File: src/hw/smc_pkg.sv
/*
 * Static memory controller shared definitions
 * Widths and vector types for address, data, byte lanes and timing fields
 * Configuration and latched request structs
 * Sequencer state enum, register address and reset value
 */

`default_nettype none

package smc_pkg;

  // --------------------------------------------------
  // Widths
  // --------------------------------------------------
  localparam int ADDR_W     = 16;  // Memory word address
  localparam int DATA_W     = 32;
  localparam int WAIT_W     = 4;   // Wait state field
  localparam int HOLD_W     = 2;   // Hold field
  localparam int SEL_W      = DATA_W / 8;
  localparam int APB_ADDR_W = 5;

  typedef logic [ADDR_W-1:0]     addr_t;
  typedef logic [DATA_W-1:0]     data_t;
  typedef logic [SEL_W-1:0]      sel_t;      // One enable per byte lane
  typedef logic [WAIT_W-1:0]     wait_t;
  typedef logic [HOLD_W-1:0]     hold_t;
  typedef logic [APB_ADDR_W-1:0] apb_addr_t; // Byte address

  // --------------------------------------------------
  // Structs
  // --------------------------------------------------
  // Field order gives the prdata layout, hold 9:8, wr_wait 7:4, rd_wait 3:0
  typedef struct packed {
    hold_t hold;     // Cycles of chip select after the strobe
    wait_t wr_wait;  // Extra write strobe cycles
    wait_t rd_wait;  // Extra read strobe cycles
  } smc_cfg_t;

  // Host request as held for the whole memory cycle
  typedef struct packed {
    addr_t addr;
    data_t wdata;
    sel_t  sel;
    logic  we;
  } smc_req_t;

  // Memory cycle phases
  typedef enum logic [2:0] {
    ST_IDLE,
    ST_SETUP,
    ST_ACCESS,
    ST_HOLD,
    ST_ACK
  } smc_state_t;

  // --------------------------------------------------
  // Register map
  // --------------------------------------------------
  localparam apb_addr_t CFG_ADDR  = 5'h00;
  localparam smc_cfg_t  CFG_RESET = '{hold: 2'd1, wr_wait: 4'd2, rd_wait: 4'd2};

endpackage

`default_nettype wire

File: src/hw/smc_apb_if.sv
/*
 * APB slave for the controller configuration
 * Address decode in the access phase, timing register, read mux
 */

`timescale 1ns/1ps
`default_nettype none

module smc_apb_if (
  input  wire                      pclk,
  input  wire                      reset,
  input  wire                      psel,
  input  wire                      penable,
  input  wire                      pwrite,
  input  wire smc_pkg::apb_addr_t  paddr,
  input  wire smc_pkg::data_t      pwdata,
  output smc_pkg::data_t           prdata,
  output smc_pkg::smc_cfg_t        cfg
);

  logic              sel_reg;  // Config register addressed in access phase
  smc_pkg::smc_cfg_t cfg_q;

  // --------------------------------------------------
  // Address decode
  // --------------------------------------------------
  always_comb
  begin
    if (psel && penable)
    begin
      sel_reg = (paddr == smc_pkg::CFG_ADDR);
    end
    else
    begin
      sel_reg = 1'b0;  // Setup phase or no select
    end
  end

  // --------------------------------------------------
  // Timing register
  // --------------------------------------------------
  always_ff @(posedge pclk)
  begin
    if (reset)
    begin
      cfg_q <= smc_pkg::CFG_RESET;
    end
    else if (sel_reg && pwrite)
    begin
      // Only the low bits hold fields, the rest are dropped
      cfg_q <= smc_pkg::smc_cfg_t'(pwdata[$bits(smc_pkg::smc_cfg_t)-1:0]);
    end
  end

  // Read mux, upper bits zero
  assign prdata = sel_reg ? smc_pkg::data_t'(cfg_q) : '0;
  assign cfg    = cfg_q;  // To the sequencer

endmodule

`default_nettype wire

File: src/hw/smc_data_path.sv
/*
 * Memory data path
 * Request latch, registered active-low strobes, byte enables
 * Read data capture towards the host
 */

`timescale 1ns/1ps
`default_nettype none

module smc_data_path (
  input  wire                  pclk,
  input  wire                  reset,
  input  wire                  load_req,
  input  wire                  capture,
  input  wire                  phase_cs,
  input  wire                  phase_oe,
  input  wire                  phase_we,
  input  wire                  wb_we,
  input  wire smc_pkg::addr_t  wb_adr,
  input  wire smc_pkg::sel_t   wb_sel,
  input  wire smc_pkg::data_t  wb_dat_w,
  input  wire smc_pkg::data_t  mem_din,
  output smc_pkg::data_t       wb_dat_r,
  output smc_pkg::addr_t       mem_addr,
  output smc_pkg::data_t       mem_dout,
  output logic                 mem_doe,
  output logic                 mem_cs_n,
  output logic                 mem_oe_n,
  output logic                 mem_we_n,
  output smc_pkg::sel_t        mem_be_n
);

  smc_pkg::smc_req_t req;

  // --------------------------------------------------
  // Request latch
  // --------------------------------------------------
  always_ff @(posedge pclk)
  begin
    if (load_req)
    begin
      req.addr  <= wb_adr;
      req.wdata <= wb_dat_w;
      req.sel   <= wb_sel;
      req.we    <= wb_we;
    end
  end

  // Strobes registered so the pins are glitch free
  always_ff @(posedge pclk)
  begin
    if (reset)
    begin
      mem_cs_n <= 1'b1;
      mem_oe_n <= 1'b1;
      mem_we_n <= 1'b1;
      mem_doe  <= 1'b0;
    end
    else
    begin
      mem_cs_n <= !phase_cs;
      mem_oe_n <= !phase_oe;
      mem_we_n <= !phase_we;
      mem_doe  <= phase_we;  // Drive the bus only under the write strobe
    end
  end

  // Read data sampled on the last access edge
  always_ff @(posedge pclk)
  begin
    if (capture && !req.we)
    begin
      wb_dat_r <= mem_din;
    end
  end

  assign mem_addr = req.addr;
  assign mem_dout = req.wdata;
  assign mem_be_n = mem_cs_n ? '1 : ~req.sel;  // Lanes idle outside chip select

endmodule

`default_nettype wire

File: src/hw/smc_state_machine.sv
/*
 * Memory cycle sequencer
 * Idle, setup, access, hold and ack phases
 * Timer control, strobe phase outputs and Wishbone acknowledge
 */

`timescale 1ns/1ps
`default_nettype none

module smc_state_machine (
  input  wire                      pclk,
  input  wire                      reset,
  input  wire                      wb_cyc,
  input  wire                      wb_stb,
  input  wire                      wb_we,
  input  wire smc_pkg::smc_cfg_t   cfg,
  input  wire                      timer_done,
  output logic                     wb_ack,
  output logic                     load_req,
  output logic                     capture,
  output logic                     phase_cs,
  output logic                     phase_oe,
  output logic                     phase_we,
  output logic                     timer_load,
  output smc_pkg::wait_t           timer_value
);

  smc_pkg::smc_state_t state;
  smc_pkg::smc_state_t state_nxt;
  smc_pkg::smc_cfg_t   cfg_q;     // Timing frozen for the current cycle
  logic                we_q;      // Direction of the current cycle
  logic                start;     // Request accepted this edge
  logic                has_hold;

  assign start    = (state == smc_pkg::ST_IDLE) && wb_cyc && wb_stb;
  assign has_hold = (cfg_q.hold != '0);

  // --------------------------------------------------
  // Next state
  // --------------------------------------------------
  always_comb
  begin
    state_nxt = state;
    case (state)
      smc_pkg::ST_IDLE:   if (start) state_nxt = smc_pkg::ST_SETUP;
      smc_pkg::ST_SETUP:  state_nxt = smc_pkg::ST_ACCESS;  // Always one cycle
      smc_pkg::ST_ACCESS:
        if (timer_done)
        begin
          state_nxt = has_hold ? smc_pkg::ST_HOLD : smc_pkg::ST_ACK;
        end
      smc_pkg::ST_HOLD:   if (timer_done) state_nxt = smc_pkg::ST_ACK;
      smc_pkg::ST_ACK:    state_nxt = smc_pkg::ST_IDLE;    // At least one idle cycle
      default:            state_nxt = smc_pkg::ST_IDLE;
    endcase
  end

  always_ff @(posedge pclk)
  begin
    if (reset)
    begin
      state <= smc_pkg::ST_IDLE;
      cfg_q <= smc_pkg::CFG_RESET;
      we_q  <= 1'b0;
    end
    else
    begin
      state <= state_nxt;
      if (start)
      begin
        cfg_q <= cfg;    // Later APB writes wait for the next cycle
        we_q  <= wb_we;
      end
    end
  end

  // Phase outputs follow the next state so the registered pins track state
  assign phase_cs = (state_nxt == smc_pkg::ST_SETUP) ||
                    (state_nxt == smc_pkg::ST_ACCESS) ||
                    (state_nxt == smc_pkg::ST_HOLD);
  assign phase_oe = (state_nxt == smc_pkg::ST_ACCESS) && !we_q;
  assign phase_we = (state_nxt == smc_pkg::ST_ACCESS) && we_q;

  // Timer loaded on entry to access and to hold
  assign timer_load = (state == smc_pkg::ST_SETUP) ||
                      ((state == smc_pkg::ST_ACCESS) && timer_done && has_hold);
  // Hold count less one, since the entry edge already starts the phase
  assign timer_value = (state == smc_pkg::ST_SETUP)
                       ? (we_q ? cfg_q.wr_wait : cfg_q.rd_wait)
                       : smc_pkg::wait_t'(cfg_q.hold) - smc_pkg::wait_t'(1);

  assign load_req = start;
  assign capture  = (state == smc_pkg::ST_ACCESS) && timer_done && !we_q;  // Last read edge
  assign wb_ack   = (state == smc_pkg::ST_ACK);

endmodule

`default_nettype wire

File: src/hw/smc_top.sv
/*
 * Static memory controller top level
 * APB configuration port, Wishbone host port, SRAM pins
 */

`timescale 1ns/1ps
`default_nettype none

module smc_top (
  input  wire                      pclk,
  input  wire                      reset,
  // APB configuration
  input  wire                      psel,
  input  wire                      penable,
  input  wire                      pwrite,
  input  wire smc_pkg::apb_addr_t  paddr,
  input  wire smc_pkg::data_t      pwdata,
  output smc_pkg::data_t           prdata,
  // Wishbone host
  input  wire                      wb_cyc,
  input  wire                      wb_stb,
  input  wire                      wb_we,
  input  wire smc_pkg::addr_t      wb_adr,
  input  wire smc_pkg::sel_t       wb_sel,
  input  wire smc_pkg::data_t      wb_dat_w,
  output smc_pkg::data_t           wb_dat_r,
  output logic                     wb_ack,
  // SRAM pins
  output smc_pkg::addr_t           mem_addr,
  output smc_pkg::data_t           mem_dout,
  output logic                     mem_doe,
  output logic                     mem_cs_n,
  output logic                     mem_oe_n,
  output logic                     mem_we_n,
  output smc_pkg::sel_t            mem_be_n,
  input  wire smc_pkg::data_t      mem_din
);

  smc_pkg::smc_cfg_t cfg;
  smc_pkg::wait_t    timer_value;
  logic              timer_load;
  logic              timer_done;
  logic              load_req;
  logic              capture;
  logic              phase_cs;
  logic              phase_oe;
  logic              phase_we;

  smc_apb_if i_apb_if (
    .pclk    (pclk),
    .reset   (reset),
    .psel    (psel),
    .penable (penable),
    .pwrite  (pwrite),
    .paddr   (paddr),
    .pwdata  (pwdata),
    .prdata  (prdata),
    .cfg     (cfg)
  );

  smc_state_machine i_state_machine (
    .pclk        (pclk),
    .reset       (reset),
    .wb_cyc      (wb_cyc),
    .wb_stb      (wb_stb),
    .wb_we       (wb_we),
    .cfg         (cfg),
    .timer_done  (timer_done),
    .wb_ack      (wb_ack),
    .load_req    (load_req),
    .capture     (capture),
    .phase_cs    (phase_cs),
    .phase_oe    (phase_oe),
    .phase_we    (phase_we),
    .timer_load  (timer_load),
    .timer_value (timer_value)
  );

  smc_wait_timer i_wait_timer (
    .pclk  (pclk),
    .reset (reset),
    .load  (timer_load),
    .value (timer_value),
    .done  (timer_done)
  );

  smc_data_path i_data_path (
    .pclk     (pclk),
    .reset    (reset),
    .load_req (load_req),
    .capture  (capture),
    .phase_cs (phase_cs),
    .phase_oe (phase_oe),
    .phase_we (phase_we),
    .wb_we    (wb_we),
    .wb_adr   (wb_adr),
    .wb_sel   (wb_sel),
    .wb_dat_w (wb_dat_w),
    .mem_din  (mem_din),
    .wb_dat_r (wb_dat_r),
    .mem_addr (mem_addr),
    .mem_dout (mem_dout),
    .mem_doe  (mem_doe),
    .mem_cs_n (mem_cs_n),
    .mem_oe_n (mem_oe_n),
    .mem_we_n (mem_we_n),
    .mem_be_n (mem_be_n)
  );

endmodule

`default_nettype wire

File: src/hw/smc_wait_timer.sv
/*
 * Wait state timer
 * Loadable down-counter, done while the count is zero
 */

`timescale 1ns/1ps
`default_nettype none

module smc_wait_timer (
  input  wire                  pclk,
  input  wire                  reset,
  input  wire                  load,
  input  wire smc_pkg::wait_t  value,
  output logic                 done
);

  smc_pkg::wait_t count;

  always_ff @(posedge pclk)
  begin
    if (reset)
    begin
      count <= '0;
    end
    else if (load)
    begin
      count <= value;  // Done follows value cycles later
    end
    else if (count != '0)
    begin
      count <= count - smc_pkg::wait_t'(1);
    end
    // Zero is sticky until the next load
  end

  assign done = (count == '0);

endmodule

`default_nettype wire
File: config.mk
export PLATFORM = sky130hd
export DESIGN_NAME = smc_top
export DESIGN_NICKNAME = d
export VERILOG_FILES = /design/src/hw/smc_pkg.sv /design/src/hw/smc_apb_if.sv /design/src/hw/smc_data_path.sv /design/src/hw/smc_state_machine.sv /design/src/hw/smc_top.sv /design/src/hw/smc_wait_timer.sv
export SDC_FILE = /design/constraint.sdc
export NUM_CORES = 1
export LEC_CHECK = 0
export ABC_AREA = 1
export BUFFER_PORTS_ARGS = -buffer_cell sky130_fd_sc_hd__buf_2
export CAP_MARGIN = 0
export CORE_UTILIZATION = 30
export DETAILED_ROUTE_END_ITERATION = 12
export GPL_ROUTABILITY_DRIVEN = 0
export SYNTH_ARGS = -nofsm -noshare
export SYNTH_HDL_FRONTEND = slang
export SYNTH_SLANG_ARGS = --single-unit
File: constraint.sdc
create_clock -name pclk -period 6.1 [get_ports pclk]
set_input_delay 1.22 -clock pclk [delete_from_list [all_inputs] [get_ports pclk]]
set_output_delay 1.22 -clock pclk [all_outputs]
set_load 0.02 [all_outputs]
After elaboration in Yosys (flattened, before gate mapping)
Index checks and enable logic that the tools add are counted.
- register bits after elaboration: 117
- bits of input ports: 129
- word-level logic and storage cells: 64
- add/subtract/negate cells: 2
- equal/unequal tests: 7
- muxes and demuxes: 12
- bitwise gates (word level): 1
- reduce and logical (&&, ||, !) cells: 24
- operator list (cell ; count):
    4-bit 2-to-1 mux ; 5
    3-bit by 2-bit == test with 1-bit output (second input constant) ; 4
    3-bit 2-to-1 mux ; 4
    3-bit one-hot mux with 4 select lines ; 1
    1-bit logical AND ; 10
    10-bit 2-to-1 mux ; 1
    3-bit by 1-bit == test with 1-bit output (second input constant) ; 2
    1-bit zero test ; 5
    5-bit zero test ; 1
    4-bit zero test ; 1
    4-bit inverter ; 1
    2-bit nonzero test ; 2
    4-bit nonzero test ; 1
    4-bit by 1-bit subtractor with 4-bit output (second input constant) ; 1
    3-bit == test (second input constant) ; 1
    3-bit zero test ; 1
    1-bit logical OR ; 3
    2-bit by 1-bit subtractor with 3-bit output (second input constant) ; 1
    1-bit 2-to-1 mux ; 1

Logic depth before layout (Yosys ltp)
- word-level depth: 9
- depth in mapped cells: 9
- depth with buffers taken out: 9

By module
Synthesis repeated with hierarchy kept, for this count alone.
- cells, all modules: 417
- area, all modules: 4739.5 sq um
- modules (own cells, without submodules) (module ; times used ; cells an instance ; area an instance (sq um) ; sequential area each (sq um)):
    smc_data_path ; 1 ; 150 ; 3041.7 ; 2632.5
    smc_apb_if ; 1 ; 125 ; 748.2 ; 200.2
    smc_state_machine ; 1 ; 102 ; 701.9 ; 280.3
    smc_wait_timer ; 1 ; 40 ; 247.7 ; 80.1

Least setup slack after synthesis
No wires, ideal clock.
- kind: flip-flop to flip-flop
- from: reg i_wait_timer.count[0]
- to: reg i_data_path.wb_dat_r[0] (enable)
- arrival time: 3.838 ns
- path slack: 1.761 ns
- cell stages (with the launch flop): 5
- path buffers: 0
- period minus slack after synthesis: 4.339 ns
- path through: dfxtp_1 -> inv_1 -> ha_1 -> nand3_2 -> nor4_1
- longest elaborated chain between the ends: 4
- ends and longest elaborated chain (what ; line ; RTL):
    from (decl) ; smc_wait_timer.sv:17 ; smc_pkg::wait_t count;
    from (signal assigned) ; smc_wait_timer.sv:27 ; count <= value;
    from (signal assigned) ; smc_wait_timer.sv:31 ; count <= count - smc_pkg::wait_t'(1);
    4-bit zero test ; smc_wait_timer.sv:36 ; assign done = (count == '0);
    1-bit logical AND (2 in a row) ; smc_state_machine.sv:93 ; assign capture = (state == smc_pkg::ST_ACCESS) && timer_done && !we_q;
    1-bit logical AND ; smc_data_path.sv:71 ; if (capture && !req.we)
    to (signal assigned) ; smc_data_path.sv:73 ; wb_dat_r <= mem_din;
    to (decl) ; smc_data_path.sv:23 ; output smc_pkg::data_t wb_dat_r,
No other way between the ends.
A chain may end at the register's enable or synchronous reset.

Worst setup path after layout
- from: in paddr[1]
- to: out prdata[5]
- longest elaborated chain between the ends: 3
- ends and longest elaborated chain (what ; line ; RTL):
    from (decl) ; smc_top.sv:16 ; input wire smc_pkg::apb_addr_t paddr,
    5-bit zero test ; smc_apb_if.sv:31 ; sel_reg = (paddr == smc_pkg::CFG_ADDR);
    1-bit 2-to-1 mux ; smc_apb_if.sv:29 ; if (psel && penable)
    10-bit 2-to-1 mux ; smc_apb_if.sv:56 ; assign prdata = sel_reg ? smc_pkg::data_t'(cfg_q) : '0;
    to (decl) ; smc_top.sv:18 ; output smc_pkg::data_t prdata,
No other way between the ends.

==> metrics.txt <==
crit-path leading delay family=simple AND/OR/NAND/NOR gates; Rows=44; Final HPWL DP=approximately 6600 um; clk sinks=about 120; DP Worst Slack=2.64 ns; failing checks=DRC; Die X=125 um; # hold bufs at CTS=0; RSZ-0062 raised after global routing=false; Clock Root Buffer=clkbuf_16; NetSw=~0.53 mW; Sw Share=23.3%; initial antenna violation count=0; power consumption=around 2.2 mW; number of synthesized flops with an enable pin=between 80 and 90; Post-CTS Setup Inserts=0; relative slew slack=44.8%; DR WL/cell=12.5 um; CTS tree=built; Top cell by count, worst path=buf_2; Yosys top cell by area=edfxtp_1; Antenna Cells=0; crit-path max cell delay=0.27 ns; Cell variety after synth=30; post-route clock period utilization=56.3%; Final Skew=between 0.006 and 0.007 ns; largest net degree at the start of global routing=71; slowest library cell on the worst path=nand2_1; top_reg_cell synth=edfxtp_1; Syn. warnings=0; first-pass GRT wire length=~14000 um; DRT Wirelength=9070 um; Worst-path clk slew=approximately 0.05 ns; Worst Path Required=4.88 ns; Syn Inst Count=360; DRT antenna net count=0; worst vdd ir=0.185 mV; Synth area leaders=edfxtp_1 56%, dfxtp_1 14%, buf_4 12%; nets=around 660; cell breakdown of the critical path=buf_2, nor3b_1, nand2_1, nor2_1, buf_2; Pleak=2.62 nW; die area=approximately 16000 um^2; slew at the pin closest to its max-slew limit=0.828 ns; final hold violation count=0; Crit. End Element=output pin; R2R Path Start=i_state_machine.state[0]; Setup violations, final=0; CP arrival=~2.2 ns; synthesis-to-finish area growth=30.8%; GRT overflow=0; Setup CP Type=in -> out; status=finished, violations left; DRC viols=19; initial core utilization=between 30% and 40%; flops & latches, synth=between 100 and 150; Port Buf Inserts=205; post_cts resized=0; Die Height=around 130 um; Final Critical Period=roughly 3.4 ns; DR pass1 iterations=9; Worst setup SP type=input port; ys async rst share=0%; vias=a little under 3000; hold wc startpoint=i_state_machine.cfg_q[9]; internal power=1.72 mW; f_max=291 MHz; DRT iter0 DRCs=approximately 160; mapped cell area=about 4600 um^2; Hold Crit Class=reg -> reg; Logic pwr share=about an eighth; Slew Limit Fails=0; Hold WS=between 0.4 and 0.5 ns; htree depth=4; Util after Layout=around two fifths; Clk network pwr share=between 40% and 50%; Seq pwr share=between 40 and 50%; PwrDens=about 380 nW/um^2; CTS max path bufs=2; crit-path max FO=10; MaxCap Viol Count=0; layout cells sized above 1=between 40% and 50%; IO Pins=between 200 and 300; CTS Buf Count=17; critical path startpoint=paddr[1]; syn_area_per_cell=roughly 13 um^2; Via density=between 4 and 5; latest clock arrival within the worst-skew pair=approximately 0.4 ns; vias in the first global route=2942; Setup WS post-layout=about 2.7 ns; WP buf/inv=2; Placeable Area=~15000 um^2; Tot GR Track Use=about an eighth; post-synthesis sequential area ratio=70.0%; Setup TNS=0 ns; Yosys top cell area share=between 50% and 60%
-- through the flow --
stage | instances | instance area, um^2
6_report | 726 | 5970
5_1_grt | 726 | 5970
4_1_cts | 726 | 5970
3_5_place_dp | 695 | 5350
3_3_place_gp | 695 | 5350
2_1_floorplan | 381 | 4640
-- cells by family (layout without fill, tap and decap cells) --
logic type	after synthesis	count (layout)	synth area share, %
flip-flops	117	117	70.0
AND/OR/NAND/NOR	99	99	10.2
buffers and inverters	104	265	14.7
AO/OA/AOI/OAI	35	35	4.09
adder cells (fa/ha/maj)	2	2	0.549
XOR/XNOR	2	2	0.384
other	1	22	0.0822
-- Yosys cell counts, types with 4 or more instances --
cell type  number
a21oi_1        20
nand3_1        12
dfxtp_1        32
edfxtp_1       85
o21ai_0        11
inv_1          24
buf_4          70
nand2_1        53
nor2_1         16
buf_2           4
-- per-layer routing --
metal  up-vias  track usage, %  wire length [um]
li1       1468               -                 -
met1      1340            13.6              3870
met2       164            19.4              4230
met3        13            5.43               836
met4         0            4.73               125
met5         -               0                 0
-- cell type report --
class,count,area (um^2)
flip-flops and latches,117,3190
clock inverters,11,183
inverters,28,108
multi-input cells,160,782
repair buffers,206,1030
well taps,184,230
clock buffers,20,437
fillers,1415,8730
-- state kept, by name (all words and copies together) (netlist names), 3 cells and up --
name	cells
i_data_path.mem_dout	32
i_data_path.wb_dat_r	32
i_data_path.mem_addr	16
i_apb_if.cfg	10
i_state_machine.cfg_q	10
i_data_path.req	5
i_wait_timer.count	4
i_state_machine.state	3
-- final timing paths --
kind                         endpoint  slack, ns  depth (start not counted)
max reg2reg   i_data_path.mem_dout[6]       4.28                          3
min          i_state_machine.cfg_q[9]       0.46                          2
min reg2reg  i_state_machine.cfg_q[9]       0.46                          2
max                         prdata[5]       2.67                          5
-- power groups by stage --
stage / clock (mW) / combinational, mW / sequential [mW]
floorplan: 0 / 0.210 / 0.954
global route: 1.11 / 0.304 / 0.937
detailed placement: 0 / 0.275 / 0.947
global placement: 0 / 0.267 / 0.946
finish: 1.04 / 0.274 / 0.931
CTS: 1.07 / 0.276 / 0.932
-- worst reg2reg max path, cell delays in order, from the launching register on --
cell	delay, ns
dfxtp_1	0.35
nor2_1	0.14
nand4_2	0.23
inv_4	0.67
-- cell usage in the layout (no fill, tap or decap), drive strengths merged, types with 2 or more instances in the layout --
| cell | instances |
|---|---|
| nor3 | 2 |
| nand2 | 55 |
| nand3 | 15 |
| edfxtp | 85 |
| nor4 | 2 |
| buf | 206 |
| bufinv | 5 |
| a21oi | 21 |
| clkinv | 5 |
| o21ai | 12 |
| inv | 28 |
| dfxtp | 32 |
| ha | 2 |
| xor2 | 2 |
| nor2 | 19 |
| conb | 22 |
| clkbuf | 20 |
| nand4 | 4 |
No activity file was read; power rests on OpenSTA's default activity.
